--- src/source/fetch_cfg.svh ---
////////////////////////////////////////
// Sizes and constants of the fetch subsystem
// Included by the RTL and the testbench
////////////////////////////////////////

`ifndef FETCH_CFG_SVH
`define FETCH_CFG_SVH

// Number of direct-mapped cache lines with one word each
`define FETCH_LINES 8

// ROM depth in words
// Word addresses wrap modulo this value
`define FETCH_ROM_WORDS 16

// Cycles from a ROM request to its response
`define FETCH_ROM_LATENCY 3

// First fetch address after reset
`define FETCH_RESET_VECTOR 32'h0000_0000

`endif

--- src/source/instr_rom.hex ---
// One 32-bit instruction word per line, word address 0 first
00500093
00a00113
002081b3
40110233
0041a2b3
00229313
0013d393
00c00413
008404b3
00149513
fff48593
00b56633
00c5f6b3
00d64733
0006c7b3
00000013
--- src/source/fetch_pkg.sv ---
////////////////////////////////////////
// Shared types of the fetch subsystem
////////////////////////////////////////

package fetch_pkg;

    // Byte address and instruction word
    typedef logic [31:0] addr_t;
    typedef logic [31:0] instr_t;

    // Commands from the fetch unit to the instruction cache
    typedef enum logic [1:0] {
        CACHE_NONE      = 2'd0,
        CACHE_EXECUTE   = 2'd1,
        CACHE_FLUSH_ALL = 2'd2
    } cache_cmd_e;

    // Commands from decode back to fetch
    typedef enum logic [1:0] {
        E2F_NONE   = 2'd0,
        E2F_BRANCH = 2'd1,
        E2F_FLUSH  = 2'd2,
        E2F_ABORT  = 2'd3
    } e2f_cmd_e;

    // Kind of record handed to decode
    typedef enum logic {
        F2D_INSTR     = 1'b0,
        F2D_INTERRUPT = 1'b1
    } f2d_type_e;

    typedef struct packed {
        cache_cmd_e cmd;
        addr_t      addr;
    } cache_req_t;

    typedef struct packed {
        logic   done;
        instr_t load_data;
    } cache_rsp_t;

    // Record handed to decode with its kind, word and pc
    typedef struct packed {
        logic      valid;
        f2d_type_e instr_type;
        instr_t    instr;
        addr_t     pc;
    } f2d_t;

    typedef struct packed {
        logic     ready;
        e2f_cmd_e cmd;
        addr_t    branch_target;
    } e2f_t;

endpackage

--- src/source/instr_rom.sv ---
////////////////////////////////////////
// Instruction ROM with a fixed read latency
////////////////////////////////////////

`timescale 1ns/100ps
`include "fetch_cfg.svh"

module instr_rom
    import fetch_pkg::*;
(
    input  logic   clk,
    input  logic   rst_n,
    input  logic   req,
    input  addr_t  addr,
    output logic   valid,
    output instr_t data
);

    localparam int IDX_W = $clog2(`FETCH_ROM_WORDS);
    localparam int CNT_W = $clog2(`FETCH_ROM_LATENCY + 1);

    instr_t           mem [`FETCH_ROM_WORDS];
    logic [IDX_W-1:0] rd_idx;
    // Cycles left until the response, zero when idle
    logic [CNT_W-1:0] cnt;

    initial begin
        $readmemh("/design/src/source/instr_rom.hex", mem);
    end

    // Word addresses wrap around the ROM depth
    assign rd_idx = IDX_W'(addr % `FETCH_ROM_WORDS);
    assign valid  = (cnt == CNT_W'(1));

    always_ff @(posedge clk) begin
        if (!rst_n) begin
            cnt <= '0;
        end else if (req) begin
            cnt <= CNT_W'(`FETCH_ROM_LATENCY);
        end else if (cnt != '0) begin
            cnt <= cnt - 1'b1;
        end
    end

    // Word is read at request time and waits for the counter
    always_ff @(posedge clk) begin
        if (req) begin
            data <= mem[rd_idx];
        end
    end

endmodule

--- src/source/instr_cache.sv ---
////////////////////////////////////////
// Direct-mapped instruction cache with one word per line
// Refills from the instruction ROM on a miss
////////////////////////////////////////

`timescale 1ns/100ps
`include "fetch_cfg.svh"

module instr_cache
    import fetch_pkg::*;
(
    input  logic       clk,
    input  logic       rst_n,
    input  cache_req_t req,
    output cache_rsp_t rsp,
    output logic       rom_req,
    output addr_t      rom_addr,
    input  logic       rom_valid,
    input  instr_t     rom_data
);

    localparam int IDX_W = $clog2(`FETCH_LINES);
    localparam int TAG_W = 32 - 2 - IDX_W;

    typedef enum logic [1:0] {
        IDLE,
        LOOKUP,
        REFILL,
        FLUSH
    } cache_state_e;

    cache_state_e state;
    cache_state_e state_nxt;

    // Line storage with a valid bit, a tag and a word per line
    logic [`FETCH_LINES-1:0] line_valid;
    logic [TAG_W-1:0]        tag_mem  [`FETCH_LINES];
    instr_t                  data_mem [`FETCH_LINES];

    // The accepted address stays here because the fetch unit may move on in the done cycle
    addr_t            cur_addr;
    logic [IDX_W-1:0] cur_idx;
    logic [TAG_W-1:0] cur_tag;
    logic             hit;
    logic             done;
    logic             accept;

    assign cur_idx = cur_addr[2 +: IDX_W];
    assign cur_tag = cur_addr[31 -: TAG_W];
    assign hit     = line_valid[cur_idx] && (tag_mem[cur_idx] == cur_tag);

    // Lookup that hits or the single flush cycle ends a command
    assign done = ((state == LOOKUP) && hit) || (state == FLUSH);

    // New command is taken when idle or right in the done cycle
    assign accept = ((state == IDLE) || done) && (req.cmd != CACHE_NONE);

    assign rsp.done      = done;
    assign rsp.load_data = data_mem[cur_idx];

    // ROM is addressed in words
    assign rom_addr = {2'b00, cur_addr[31:2]};

    ////////////////////////////////////////
    // Refill state machine
    ////////////////////////////////////////

    always_comb begin
        state_nxt = state;
        rom_req   = 1'b0;
        case (state)
            IDLE: begin
                state_nxt = IDLE;
            end
            LOOKUP: begin
                if (hit) begin
                    state_nxt = IDLE;
                end else begin
                    // One request pulse and then a wait for the word
                    rom_req   = 1'b1;
                    state_nxt = REFILL;
                end
            end
            REFILL: begin
                // Back to lookup which then hits on the new line
                if (rom_valid) begin
                    state_nxt = LOOKUP;
                end
            end
            FLUSH: begin
                state_nxt = IDLE;
            end
            default: begin
                state_nxt = IDLE;
            end
        endcase
        if (accept) begin
            state_nxt = (req.cmd == CACHE_FLUSH_ALL) ? FLUSH : LOOKUP;
        end
    end

    always_ff @(posedge clk) begin
        if (!rst_n) begin
            state      <= IDLE;
            line_valid <= '0;
        end else begin
            state <= state_nxt;
            if (state == FLUSH) begin
                line_valid <= '0;
            end else if ((state == REFILL) && rom_valid) begin
                line_valid[cur_idx] <= 1'b1;
            end
        end
    end

    always_ff @(posedge clk) begin
        if (accept) begin
            cur_addr <= req.addr;
        end
        if ((state == REFILL) && rom_valid) begin
            tag_mem[cur_idx]  <= cur_tag;
            data_mem[cur_idx] <= rom_data;
        end
    end

endmodule

--- src/source/fetch_unit.sv ---
////////////////////////////////////////
// Fetch control, issues cache commands in program order
// and hands each fetched word to decode as an f2d record
////////////////////////////////////////

`timescale 1ns/100ps

module fetch_unit
    import fetch_pkg::*;
(
    input  logic       clk,
    input  logic       rst_n,
    input  addr_t      reset_vector,
    output cache_req_t cache_req,
    input  cache_rsp_t cache_rsp,
    input  logic       interrupt_pending,
    input  logic       dbg_mode,
    output logic       busy,
    output f2d_t       f2d,
    input  e2f_t       e2f
);

    // Command in flight and its kind
    logic       active;
    logic       active_nxt;
    cache_cmd_e active_cmd;
    cache_cmd_e active_cmd_nxt;
    // Address of the word in flight or last fetched
    addr_t      pc;
    addr_t      pc_nxt;
    // Branch and flush seen earlier but not yet started
    logic       branched;
    logic       branched_nxt;
    addr_t      branched_target;
    addr_t      branched_target_nxt;
    logic       flushed;
    logic       flushed_nxt;
    // Word that decode did not take yet
    logic       hold_valid;
    logic       hold_valid_nxt;
    instr_t     hold_instr;

    logic       e2f_branch;
    logic       e2f_flush;
    logic       e2f_abort;
    logic       flushing;
    logic       branching;
    addr_t      branching_target;
    logic       exec_done;
    logic       can_start;

    // Decode commands only count while decode is ready
    assign e2f_branch = e2f.ready && (e2f.cmd == E2F_BRANCH);
    assign e2f_flush  = e2f.ready && (e2f.cmd == E2F_FLUSH);
    assign e2f_abort  = e2f.ready && (e2f.cmd == E2F_ABORT);

    // Either remembered from earlier or arriving right now
    assign flushing         = flushed || e2f_flush;
    assign branching        = branched || e2f_branch;
    assign branching_target = e2f_branch ? e2f.branch_target : branched_target;

    assign exec_done = active && cache_rsp.done && (active_cmd == CACHE_EXECUTE);

    // Cache is free and no offered record is left waiting on decode
    assign can_start = (!active || cache_rsp.done) && !(f2d.valid && !e2f.ready);

    assign busy = active || hold_valid;

    ////////////////////////////////////////
    // Record towards decode
    ////////////////////////////////////////

    always_comb begin
        f2d.valid      = 1'b0;
        f2d.instr_type = F2D_INSTR;
        f2d.instr      = cache_rsp.load_data;
        f2d.pc         = pc;
        if (hold_valid) begin
            // A held word always goes first
            f2d.valid = 1'b1;
            f2d.instr = hold_instr;
        end else if (exec_done) begin
            f2d.valid = 1'b1;
        end else if (!active && interrupt_pending) begin
            // Only offered when the fetch path is empty
            f2d.valid      = 1'b1;
            f2d.instr_type = F2D_INTERRUPT;
        end
    end

    ////////////////////////////////////////
    // Next cache command
    ////////////////////////////////////////

    always_comb begin
        cache_req.cmd       = CACHE_NONE;
        cache_req.addr      = pc;
        active_nxt          = active;
        active_cmd_nxt      = active_cmd;
        pc_nxt              = pc;
        // Anything seen from decode is kept until a fetch consumes it
        flushed_nxt         = flushing;
        branched_nxt        = branching;
        branched_target_nxt = branching_target;

        if (active && !cache_rsp.done) begin
            // Hold command and address until the cache is done
            cache_req.cmd = active_cmd;
        end else begin
            active_nxt     = 1'b0;
            active_cmd_nxt = CACHE_NONE;
            if (can_start && !dbg_mode && !e2f_abort) begin
                active_nxt = 1'b1;
                if (flushing) begin
                    // Flush keeps the pc, so fetch carries on after it
                    cache_req.cmd  = CACHE_FLUSH_ALL;
                    active_cmd_nxt = CACHE_FLUSH_ALL;
                    flushed_nxt    = 1'b0;
                end else if (branching) begin
                    cache_req.cmd  = CACHE_EXECUTE;
                    cache_req.addr = branching_target;
                    active_cmd_nxt = CACHE_EXECUTE;
                    pc_nxt         = branching_target;
                    branched_nxt   = 1'b0;
                end else begin
                    cache_req.cmd  = CACHE_EXECUTE;
                    cache_req.addr = pc + 32'd4;
                    active_cmd_nxt = CACHE_EXECUTE;
                    pc_nxt         = pc + 32'd4;
                end
            end
        end
    end

    // A finished word that decode refuses is parked until taken
    always_comb begin
        hold_valid_nxt = hold_valid;
        if (exec_done && !e2f.ready) begin
            hold_valid_nxt = 1'b1;
        end else if (hold_valid && e2f.ready) begin
            hold_valid_nxt = 1'b0;
        end
    end

    always_ff @(posedge clk) begin
        if (!rst_n) begin
            // Reset acts as a taken branch to the reset vector
            active          <= 1'b0;
            active_cmd      <= CACHE_NONE;
            pc              <= reset_vector;
            branched        <= 1'b1;
            branched_target <= reset_vector;
            flushed         <= 1'b0;
            hold_valid      <= 1'b0;
        end else begin
            active          <= active_nxt;
            active_cmd      <= active_cmd_nxt;
            pc              <= pc_nxt;
            branched        <= branched_nxt;
            branched_target <= branched_target_nxt;
            flushed         <= flushed_nxt;
            hold_valid      <= hold_valid_nxt;
        end
    end

    always_ff @(posedge clk) begin
        if (exec_done && !e2f.ready) begin
            hold_instr <= cache_rsp.load_data;
        end
    end

endmodule

--- src/source/fetch_top.sv ---
////////////////////////////////////////
// Fetch subsystem top, fetch unit with cache and ROM
////////////////////////////////////////

`timescale 1ns/100ps
`include "fetch_cfg.svh"

module fetch_top
    import fetch_pkg::*;
(
    input  logic clk,
    input  logic rst_n,
    input  logic interrupt_pending,
    input  logic dbg_mode,
    input  e2f_t e2f,
    output f2d_t f2d,
    output logic busy
);

    addr_t      reset_vector;
    cache_req_t cache_req;
    cache_rsp_t cache_rsp;
    // Cache refill port
    logic       rom_req;
    addr_t      rom_addr;
    logic       rom_valid;
    instr_t     rom_data;

    assign reset_vector = `FETCH_RESET_VECTOR;

    fetch_unit u_fetch (
        .clk               (clk),
        .rst_n             (rst_n),
        .reset_vector      (reset_vector),
        .cache_req         (cache_req),
        .cache_rsp         (cache_rsp),
        .interrupt_pending (interrupt_pending),
        .dbg_mode          (dbg_mode),
        .busy              (busy),
        .f2d               (f2d),
        .e2f               (e2f)
    );

    instr_cache u_cache (
        .clk       (clk),
        .rst_n     (rst_n),
        .req       (cache_req),
        .rsp       (cache_rsp),
        .rom_req   (rom_req),
        .rom_addr  (rom_addr),
        .rom_valid (rom_valid),
        .rom_data  (rom_data)
    );

    instr_rom u_rom (
        .clk   (clk),
        .rst_n (rst_n),
        .req   (rom_req),
        .addr  (rom_addr),
        .valid (rom_valid),
        .data  (rom_data)
    );

endmodule

--- config.mk ---
export PLATFORM = sky130hd
export DESIGN_NAME = fetch_top
export DESIGN_NICKNAME = d
export VERILOG_FILES = /design/src/source/fetch_pkg.sv /design/src/source/instr_rom.sv /design/src/source/instr_cache.sv /design/src/source/fetch_unit.sv /design/src/source/fetch_top.sv
export VERILOG_INCLUDE_DIRS = /design/src /design/src/source
export SDC_FILE = /design/constraint.sdc
export NUM_CORES = 1
export LEC_CHECK = 0
export ABC_AREA = 1
export BUFFER_PORTS_ARGS = -buffer_cell sky130_fd_sc_hd__buf_2
export CELL_PAD_IN_SITES_DETAIL_PLACEMENT = 1
export CELL_PAD_IN_SITES_GLOBAL_PLACEMENT = 1
export CORE_AREA = 3 3 233 235
export CTS_BUF_LIST = sky130_fd_sc_hd__clkbuf_8
export DETAILED_ROUTE_END_ITERATION = 10
export DIE_AREA = 0 0 236 238
export GPL_TIMING_DRIVEN = 0
export PLACE_DENSITY_LB_ADDON = 0.1
export SLEW_MARGIN = 0
export SYNTH_ARGS = -nofsm -noshare
export SYNTH_HDL_FRONTEND = slang
export SYNTH_HIERARCHICAL = 1
export SYNTH_SLANG_ARGS = --single-unit
--- constraint.sdc ---
create_clock -name clk -period 9.5 [get_ports clk]
set_input_delay 0.475 -clock clk [delete_from_list [all_inputs] [get_ports clk]]
set_output_delay 0.475 -clock clk [all_outputs]
set_load 0.02 [all_outputs]
==> metrics.md, run 1 <==
| Metric | Value |
|---|---|
| Fin crit period | `5640 ps` |
| Met1 Track Usage GR | `36.1%` |
| # hold bufs at CTS | `0` |
| Worst clock skew | `31.1 ps` |
| Filler cells | `5858` |
| Num CTS Buffers | `101` |
| Drt pass-1 iters | `5` |
| Max H-tree Level | `3` |
| I/O Buffers | `105` |
| Fin Setup TNS | `0 ps` |
| Vias per inst | `5.54` |
| Routing usage on met3 | `4.28%` |
| Area of the multi-input gates | `7550 sq um` |
| Placer Congestion | `0.928` |
| Most common cell after layout, fill and taps aside | `nand2_1` |
| Initial antenna violation count | `0` |
| Clk sinks | `619` |
| Setup violators final | `0` |
| ANT nets after route | `0` |
| Clk buf depth | `3` |
| Pleak | `13.0 nW` |
| Mapped Cells | `2712` |
| Tot GR Track Use | `29.7%` |
| Final WL | `83900 microns` |
| Core area | `52400 sq um` |
| Initial cell density of the core | `51.9%` |
| Cts repair resizes | `0` |
| Synth Cell Area | `27200 sq um` |
| Dpl ws | `3920 ps` |
| Most frequent cells in the layout | `nand2_1 (775), edfxtp_1 (566), nor2_1 (334)` |
| Hold_ws | `59.8 ps` |
| Hold WC Path Type | `in -> reg` |
| FP Rows | `84` |
| Worst Setup Start Kind | `flip-flop` |
| Final Hold Fails | `0` |
| Crit path capture type | `flip-flop` |
| Residual DRC | `0` |
| Finished Layout Cells | `3791` |
| Most used routing layer | `met2` |
| Grt total ovfl | `0` |
| Drt wl/cell | `22.1 microns` |
| Yosys warns | `6` |
| Relative slew slack | `21.5%` |
| Fin nets | `3062` |
| Largest net degree at the start of global routing | `33` |
| IO Pins | `106` |
| Critical path class | `reg -> reg` |
| Avg Cell Area, Syn | `10.0 sq um` |
| Detailed placement HPWL | `57300 microns` |
| Worst-Skew Late Latency | `700 ps` |
| Max_cap viols | `0` |
| Die width | `236 microns` |
| Full die area | `56200 sq um` |
| Max Slew Vio Count | `0` |
| Max IR drop VDD | `128 uV` |
| Worst Tran Pin Value | `1180 ps` |
| Routing usage on met2 | `52.7%` |
| FF+latch area | `18100 sq um` |
| Final setup margin | `3860 ps` |
| Vias | `20990` |
| Clock Tree Root | `clkbuf_8` |
| CP max FO | `30` |
| Placed insts | `3605` |
| First-pass GRT wire length | `128000 microns` |
| Worst-path clk slew | `60 ps` |
| CTS tree | `built` |
| Required @ worst endpoint | `9800 ps` |
| Vias in the first global route | `22368` |
| Area growth from synthesis to layout | `15.2%` |
| Unrepaired setup endpoints after global routing | `false` |
| Die Ht | `238 microns` |
| Power density over cell area | `225 nW/um^2` |
| Peak Freq | `0.177 GHz` |
| Crit path DAT | `5940 ps` |
| Status | `completed` |
| Initial DRC Count | `1500` |
| Share of layout cells above drive strength 1 | `13.2%` |
| Post-CTS setup buffer count | `0` |
| Crit share post-route | `59.4%` |
==> metrics by stage <==
| step | utilization [%] | power (mW) | instance area, sq um |
|---|---|---|---|
| final | 59.8 | 7.04 | 31300 |
| after global routing | 59.8 | 7.37 | 31300 |
| after CTS | 59.8 | 7.08 | 31300 |
| after detailed placement | 56.1 | 4.85 | 29400 |
| after global placement | 55.0 | 4.77 | 28800 |
| after floorplan | - | 4.24 | 27400 |
==> metal layers <==
| metal | vias to the layer above | share of wire (%) | wire length (microns) |
|---|---|---|---|
| li1 | 9560 | - | - |
| met1 | 10436 | 39 | 32700 |
| met2 | 764 | 51 | 42800 |
| met3 | 230 | 5.9 | 4960 |
| met4 | 0 | 4.1 | 3440 |
| met5 | - | 0 | 0 |
==> state kept, by name (all words and copies together) (netlist names), 2 cells and up, named ones only <==
name	flops
u_cache/data_mem	256
u_cache/tag_mem	216
u_fetch/branched_target	32
u_fetch/hold_instr	32
u_fetch/pc	32
u_cache/cur_addr	30
u_cache/line_valid	8
u_cache/state	2
u_fetch/active_cmd	2
u_rom/cnt	2
==> power breakdown <==
group / switching [mW] / internal (mW) / total [mW] / leakage (nW)
clock: 1.09 / 1.13 / 2.21 / 1.09
sequential: 0.0962 / 3.11 / 3.21 / 5.58
combinational: 1.16 / 0.464 / 1.62 / 6.33
==> path summary, 6_finish.rpt <==
path | cells after the start | start | end | slack, ps
max reg2reg | 26 | flip-flop | u_cache/cur_addr[23]$_DFFE_PP_ | 3860
min | 3 | rst_n | u_rom/cnt[0]$_SDFFE_PN0P_ | 60
min reg2reg | 2 | u_cache/line_valid[5]$_SDFFE_PP0P_ | u_cache/line_valid[5]$_SDFFE_PP0P_ | 480
max | 26 | flip-flop | u_cache/cur_addr[23]$_DFFE_PP_ | 3860
==> final cells by class <==
class,instances,area share [%]
Sequential cell,619,57.6
Inverter,264,3.18
Timing Repair Buffer,143,3.40
Tap cell,688,2.75
Buffer,161,2.88
Clock buffer,114,5.01
Clock inverter,71,1.08
Antenna cell,1,0.00798
Multi-Input combinational cell,1730,24.1
==> worst max-delay path: stages (launching register included) <==
cell and delay (ps):
dfxtp_1 330, buf_4 190, clkbuf_1 610, nand2_1 150, nand2_1 110, nand2_1 70, nand3_1 130, nand3_1 80
nand2_1 90, nand2_1 90, nor2_1 120, nand3_1 280, nor2_1 200, nor2_1 50, nor2_1 130, buf_4 140
nor2_1 60, nor3_1 220, nand2_2 130, nor2_4 270, inv_4 110, buf_6 180, nand2_1 90, nor2_1 60
nor2_1 310, nand2_2 150, inv_1 870
Note: power is estimated with default switching activity, not from simulation.
==> run 2: changes to the inputs <==
Clock period 9.5 ns to 5.8 ns, I/O delays scaled along.
==> metrics.md, run 2 (synthesis gave the netlist of run 1 again) <==
| Metric | Value |
|---|---|
| Crit path capture type | `flip-flop` |
| Core area | `52400 sq um` |
| Crit-path leading delay family | `simple AND/OR/NAND/NOR gates` |
| Status | `completed` |
| Register-to-Register Path Depth | `27` |
| Pleak | `13.1 nW` |
| Peak Freq | `0.188 GHz` |
| Vias in the first global route | `22579` |
| I/O Buffers | `105` |
| Crit-path slowest cell | `clkbuf_1` |
| Area of the multi-input gates | `7550 sq um` |
| Crit-path most repeated cell | `nand2_1` |
| Area growth from synthesis to layout | `16.6%` |
| Full die area | `56200 sq um` |
| First-pass GRT wire length | `129000 microns` |
| Final WL | `84700 microns` |
| CTS tree | `built` |
| Fin nets | `3099` |
| Crit share post-route | `91.9%` |
| Initial antenna violation count | `0` |
| Num CTS Buffers | `101` |
| Worst-Skew Late Latency | `700 ps` |
| Max H-tree Level | `3` |
| Vias per inst | `5.51` |
| Residual DRC | `0` |
| Power density over cell area | `365 nW/um^2` |
| Fin crit period | `5330 ps` |
| Share of layout cells above drive strength 1 | `13.0%` |
| Buf/Inv on CP | `6` |
| Clk buf depth | `3` |
| Tot GR Track Use | `30.1%` |
| Largest registers | `u_cache/data_mem: 256 flops, u_cache/tag_mem: 216 flops` |
| Die width | `236 microns` |
| CP max FO | `30` |
| Final Hold Fails | `0` |
| Post-CTS setup buffer count | `0` |
| Biggest register | `u_cache/data_mem` |
| Critical path class | `reg -> reg` |
| Drt wl/cell | `22.1 microns` |
| Setup violators final | `0` |
| Hold depth | `6` |
| FP Rows | `84` |
| Required @ worst endpoint | `6030 ps` |
| Relative slew slack | `33.6%` |
| Total power draw | `11.6 mW` |
| Worst-path clk slew | `60 ps` |
| Placer Congestion | `0.928` |
| Detailed placement HPWL | `57300 microns` |
| Worst path max stage delay | `600 ps` |
| Worst Tran Pin Value | `987 ps` |
| Crit path DAT | `5560 ps` |
| Initial DRC Count | `1385` |
| Clk sinks | `619` |
| Most frequent cells in the layout | `nand2_1 (775), edfxtp_1 (566), nor2_1 (334)` |
| FF+latch area | `18100 sq um` |
| Filler cells | `5831` |
| Final core utilization | `60.5%` |
| Max Slew Vio Count | `0` |
| Largest net degree at the start of global routing | `33` |
| Worst clock skew | `26.9 ps` |
| Unrepaired setup endpoints after global routing | `false` |
| Worst Setup Start Kind | `flip-flop` |
| Die Ht | `238 microns` |
| Most common cell after layout, fill and taps aside | `nand2_1` |
| Vias | `21104` |
| Grt total ovfl | `0` |
| ANT nets after route | `0` |
| Clock Tree Root | `clkbuf_8` |
| Number of flip-flops in the largest register | `256` |
| Initial cell density of the core | `51.9%` |
| Max_cap viols | `0` |
| Drt pass-1 iters | `5` |
| Stages on the worst setup path | `27` |
| IO Pins | `106` |
| Hold WC Path Type | `in -> reg` |
| Max IR drop VDD | `207 uV` |
-- run 2: changes by cell type in the layout (fill, tap and decap cells not counted), sizes merged --
cell         before  now
inv             297  296
clkinvlp          3    4
dlygate4sd3       0   37
-- run 2: what timing repair did --
| item | CTS | global route |
|---|---|---|
| endpoints found under the setup margin | 0 | 30 |
| gates resized for setup | 0 | 1 |
| hold buffers | 37 | 0 |
| endpoints found under the hold margin | 39 | 0 |
-- run 2: layer usage --
layer | routed length [microns] | vias up | part of all wire [%] | GRT usage (%)
met5 | 0 | - | 0 | 0
met4 | 3540 | 0 | 4.2 | 13.8
met3 | 4840 | 242 | 5.7 | 4.28
met2 | 43200 | 746 | 51 | 53.5
met1 | 33100 | 10481 | 39 | 36.4
li1 | - | 9635 | - | -
-- run 2: area by class of cell --
type	count	area share, %
Inverter	264	3.15
Timing Repair Buffer	180	4.53
Sequential cell	619	56.9
Clock buffer	114	4.95
Multi-Input combinational cell	1730	23.8
Tap cell	688	2.71
Clock inverter	71	1.07
Antenna cell	1	0.00789
Buffer	161	2.85
-- run 2: power breakdown --
group | switching, mW | total, mW | internal [mW]
Clock | 1.78 | 3.63 | 1.84
Sequential | 0.158 | 5.25 | 5.10
Combinational | 1.91 | 2.68 | 0.777
-- run 2: through the flow --
stage / setup WS (ps) / cell area, sq um / hold slack, ps / cells / TNS, ps
3_3_place_gp: -7900 / 28800 / 451 / 3567 / -1234550
3_5_place_dp: 217 / 29400 / 464 / 3605 / 0
4_1_cts: 151 / 31700 / 182 / 3827 / 0
5_1_grt: 13.0 / 31700 / 246 / 3827 / 0
6_report: 468 / 31700 / 237 / 3828 / 0
2_1_floorplan: -1220 / 27400 / 368 / 2774 / -145460
-- run 2: tightest hold or removal path: stages --
cell	delay [ps]
buf_2	80
nand2_1	110
nand3_2	120
nand2_1	70
nand2_2	120
a21oi_1	80
-- run 2: worst paths after layout --
kind | from | endpoint | slack [ps]
worst max-delay path | flip-flop | u_cache/cur_addr[23]$_DFFE_PP_ | 470
worst min-delay path | interrupt_pending | u_fetch/active$_SDFFE_PN0N_ | 240
worst max register to register | flip-flop | u_cache/cur_addr[23]$_DFFE_PP_ | 470
worst min register to register | u_cache/line_valid[5]$_SDFFE_PP0P_ | u_cache/line_valid[5]$_SDFFE_PP0P_ | 480
==> run 3: changes to the inputs <==
Settings changed: ABC_AREA 1 to unset, CORE_AREA 3 3 233 235 to 3 3 169 171, DIE_AREA 0 0 236 238 to 0 0 172 174, SYNTH_HIERARCHICAL 1 to unset.
==> metrics.md, run 3 <==
| Metric | Value |
|---|---|
| Initial DRC Count | `694` |
| Crit-path most repeated cell | `buf_2` |
| Share of layout cells above drive strength 1 | `21.3%` |
| FF+latch area | `9090 sq um` |
| Fin Setup TNS | `0 ps` |
| Avg Cell Area, Syn | `13.5 sq um` |
| Largest registers | `u_cache.tag_mem: 216 flops, u_fetch.branched_target: 32 flops` |
| Tot GR Track Use | `25.9%` |
| Hold EP | `u_fetch.branched_target[23]$_SDFF_PN0_` |
| Clock network power share | `29.9%` |
| Num CTS Buffers | `53` |
| Routed wl met3 | `2130 microns` |
| Number of flops mapped to enable cells by yosys | `246` |
| Hold depth | `3` |
| Biggest register | `u_cache.tag_mem` |
| Ranking of synthesized cells by area | `edfxtp_1 (52%), dfxtp_1 (12%), mux4_2 (6.4%), mux2i_1 (4.3%), a21oi_1 (2.7%)` |
| Core area | `27000 sq um` |
| Worst-path clk slew | `60 ps` |
| Status | `completed` |
| Worst path max stage delay | `550 ps` |
| Crit-path slowest cell | `clkbuf_1` |
| Pleak | `6.12 nW` |
| Drt wl/cell | `23.8 microns` |
| Most common cell after layout, fill and taps aside | `edfxtp_1` |
| Setup violators final | `0` |
| Fin nets | `1279` |
| DRT met1 WL | `16100 microns` |
| Sw frac | `30.9%` |
| Top cell type's share of synthesized area | `52.3%` |
| I/O Buffers | `71` |
| Placed Area | `15300 sq um` |
| First-pass GRT wire length | `59000 microns` |
| Internal power | `4.43 mW` |
| Placer Congestion | `0.867` |
| Register-to-Register Path Depth | `12` |
| Vias in the first global route | `10011` |
| Fin crit period | `4460 ps` |
| Worst Setup Start Kind | `flip-flop` |
| Final Hold Fails | `0` |
| Area of the multi-input gates | `4640 sq um` |
| Crit path DAT | `4750 ps` |
| Grt total ovfl | `0` |
| Seq/Total Area, Yosys | `64.4%` |
| Total power draw | `6.42 mW` |
| Initial cell density of the core | `52.2%` |
| Synth Cell Area | `14100 sq um` |
| Sw power | `1.98 mW` |
| FP Rows | `60` |
| Most used DFF post-synth | `edfxtp_1` |
| Relative slew slack | `27.6%` |
| Commonest cells post-synth | `edfxtp_1 (246), nand2_1 (96), dfxtp_1 (85)` |
| Top routing layer in use | `met4` |
| Required @ worst endpoint | `6090 ps` |
| CTS tree | `built` |
| Area growth from synthesis to layout | `17.3%` |
| Residual DRC | `0` |
| Crit share post-route | `76.8%` |
| Max Slew Vio Count | `0` |
| Hold WC Path Type | `in -> reg` |
| Clk sinks | `331` |
| Worst Min Path Start | `e2f[23]` |
| R2r setup slk | `1340 ps` |
| Logic gate share of total power | `23.6%` |
| Mapped Cells | `1043` |
| Detailed placement HPWL | `27600 microns` |
| Max_cap viols | `0` |
| Yosys warns | `0` |
| Die width | `172 microns` |
| Area leader, netlist | `edfxtp_1` |
| Finished Layout Cells | `1621` |
| Design area | `16600 sq um` |
| Die Ht | `174 microns` |
| Most frequent cell after synthesis | `edfxtp_1` |
| Unrepaired setup endpoints after global routing | `false` |
| Most frequent cells in the layout | `edfxtp_1 (246), nand2_1 (96), buf_2 (90)` |
| CP max FO | `10` |
| Max IR drop VDD | `175 uV` |
| Worst clock skew | `26.5 ps` |
| Max H-tree Level | `2` |
| Number of flip-flops in the largest register | `216` |
| Clk buf depth | `3` |
| #FFs+latches synth | `331` |
| ANT nets after route | `0` |
| Sequential share of power | `46.5%` |
| Largest net degree at the start of global routing | `33` |
| Full die area | `29900 sq um` |
| Cts repair resizes | `0` |
| Clock Tree Root | `clkbuf_8` |
| Drt pass-1 iters | `5` |
| IO Pins | `106` |
| Ys async rst share | `0%` |
| Vias per inst | `5.88` |
| Filler cells | `2682` |
| Power density over cell area | `387 nW/um^2` |
| Crit path capture type | `flip-flop` |
| Crit path cell chain | `buf_2 > clkbuf_1 > mux4_2 > mux2i_1 > xor2_1 > nand4_1 > nor3_2 > a31oi_1 > o21ai_4 > nand2_2 > buf_2 > o22a_1` |
| Worst Tran Pin Value | `1080 ps` |
| Placed insts | `1498` |
| Peak Freq | `0.224 GHz` |
| Vias | `9531` |
| Reg-to-reg critical path endpoint | `u_cache.cur_addr[15]$_DFFE_PP_` |
| Worst-Skew Late Latency | `570 ps` |
| Met2 WL | `19400 microns` |
| Diodes inserted | `0` |
| Final core utilization | `61.3%` |
| Final WL | `38500 microns` |
| Critical path class | `reg -> reg` |
| Post-synth cell types | `65` |
| Initial antenna violation count | `0` |
## run 3: final cells by class
| class | instances | area share (%) |
|---|---|---|
| well taps | 341 | 2.58 |
| clock buffers | 61 | 5.07 |
| repair buffers | 108 | 4.95 |
| multi-input cells | 641 | 28.0 |
| plain buffers | 89 | 3.12 |
| clock inverters | 37 | 1.09 |
| inverters | 13 | 0.295 |
| flip-flops and latches | 331 | 54.9 |
## run 3: cell families (layout without fill, tap and decap cells)
group                    count (synthesis)  after routing  share of synthesized area [%]
AND/OR/NAND/NOR                        269            269                           8.96
adder cells (fa/ha/maj)                  3              3                          0.266
multiplexers                           100            100                           10.6
XOR/XNOR                                24             24                           1.49
flip-flops                             331            331                           64.4
AO/OA/AOI/OAI                          213            213                           10.3
buffers and inverters                  102            308                           4.00
other                                    1             32                         0.0266
## run 3: worst max path at each step
stage                                  startpoint                               end  slack (ps)  depth (start not counted)
global placement    u_cache.state[1]$_SDFFE_PN0P_  u_cache.tag_mem[2][14]$_DFFE_PP_         560                          4
floorplan                               flip-flop    u_cache.cur_addr[10]$_DFFE_PP_        2600                         11
finish                                  flip-flop    u_cache.cur_addr[15]$_DFFE_PP_        1340                         12
global route                            flip-flop                         flip-flop        1020                         12
detailed placement                      flip-flop    u_cache.cur_addr[18]$_DFFE_PP_        1310                         11
CTS                                     flip-flop     u_cache.cur_addr[9]$_DFFE_PP_        1230                         11
## run 3: worst max-delay path: cells and delay by family, from the launching register on
family                 cells  cell delay, ps
AO/OA/AOI/OAI              3             900
XOR/XNOR                   1             270
buffers and inverters      3            1070
flip-flops                 1             320
multiplexers               2             610
AND/OR/NAND/NOR            3             990
## run 3: what timing repair did
item | 4_1_cts | 5_1_grt
hold endpoints to repair | 27 | 0
hold buffers | 25 | 0
buffers inserted | 0 | 0
## run 3: power groups by stage
stage,Combinational (mW),Clock [mW],Sequential (mW)
floorplan,1.08,0,2.96
global placement,1.45,0,3.01
detailed placement,1.51,0,3.03
CTS,1.53,1.95,2.98
global route,1.64,2.06,3.00
finish,1.51,1.92,2.98
## run 3: per-stage QoR
step | setup WS, ps | hold WS (ps)
2_1_floorplan | 2600 | 426
3_3_place_gp | 556 | 439
3_5_place_dp | 1310 | 447
4_1_cts | 1230 | 3.07
5_1_grt | 1020 | 25.0
6_report | 1340 | 35.5
## run 3: metal layers
layer / global-route usage, % / up-vias
met4: 6.75 / 0
met2: 44.2 / 302
li1: - / 4353
met5: 0 / -
met3: 4.57 / 67
met1: 34.3 / 4809
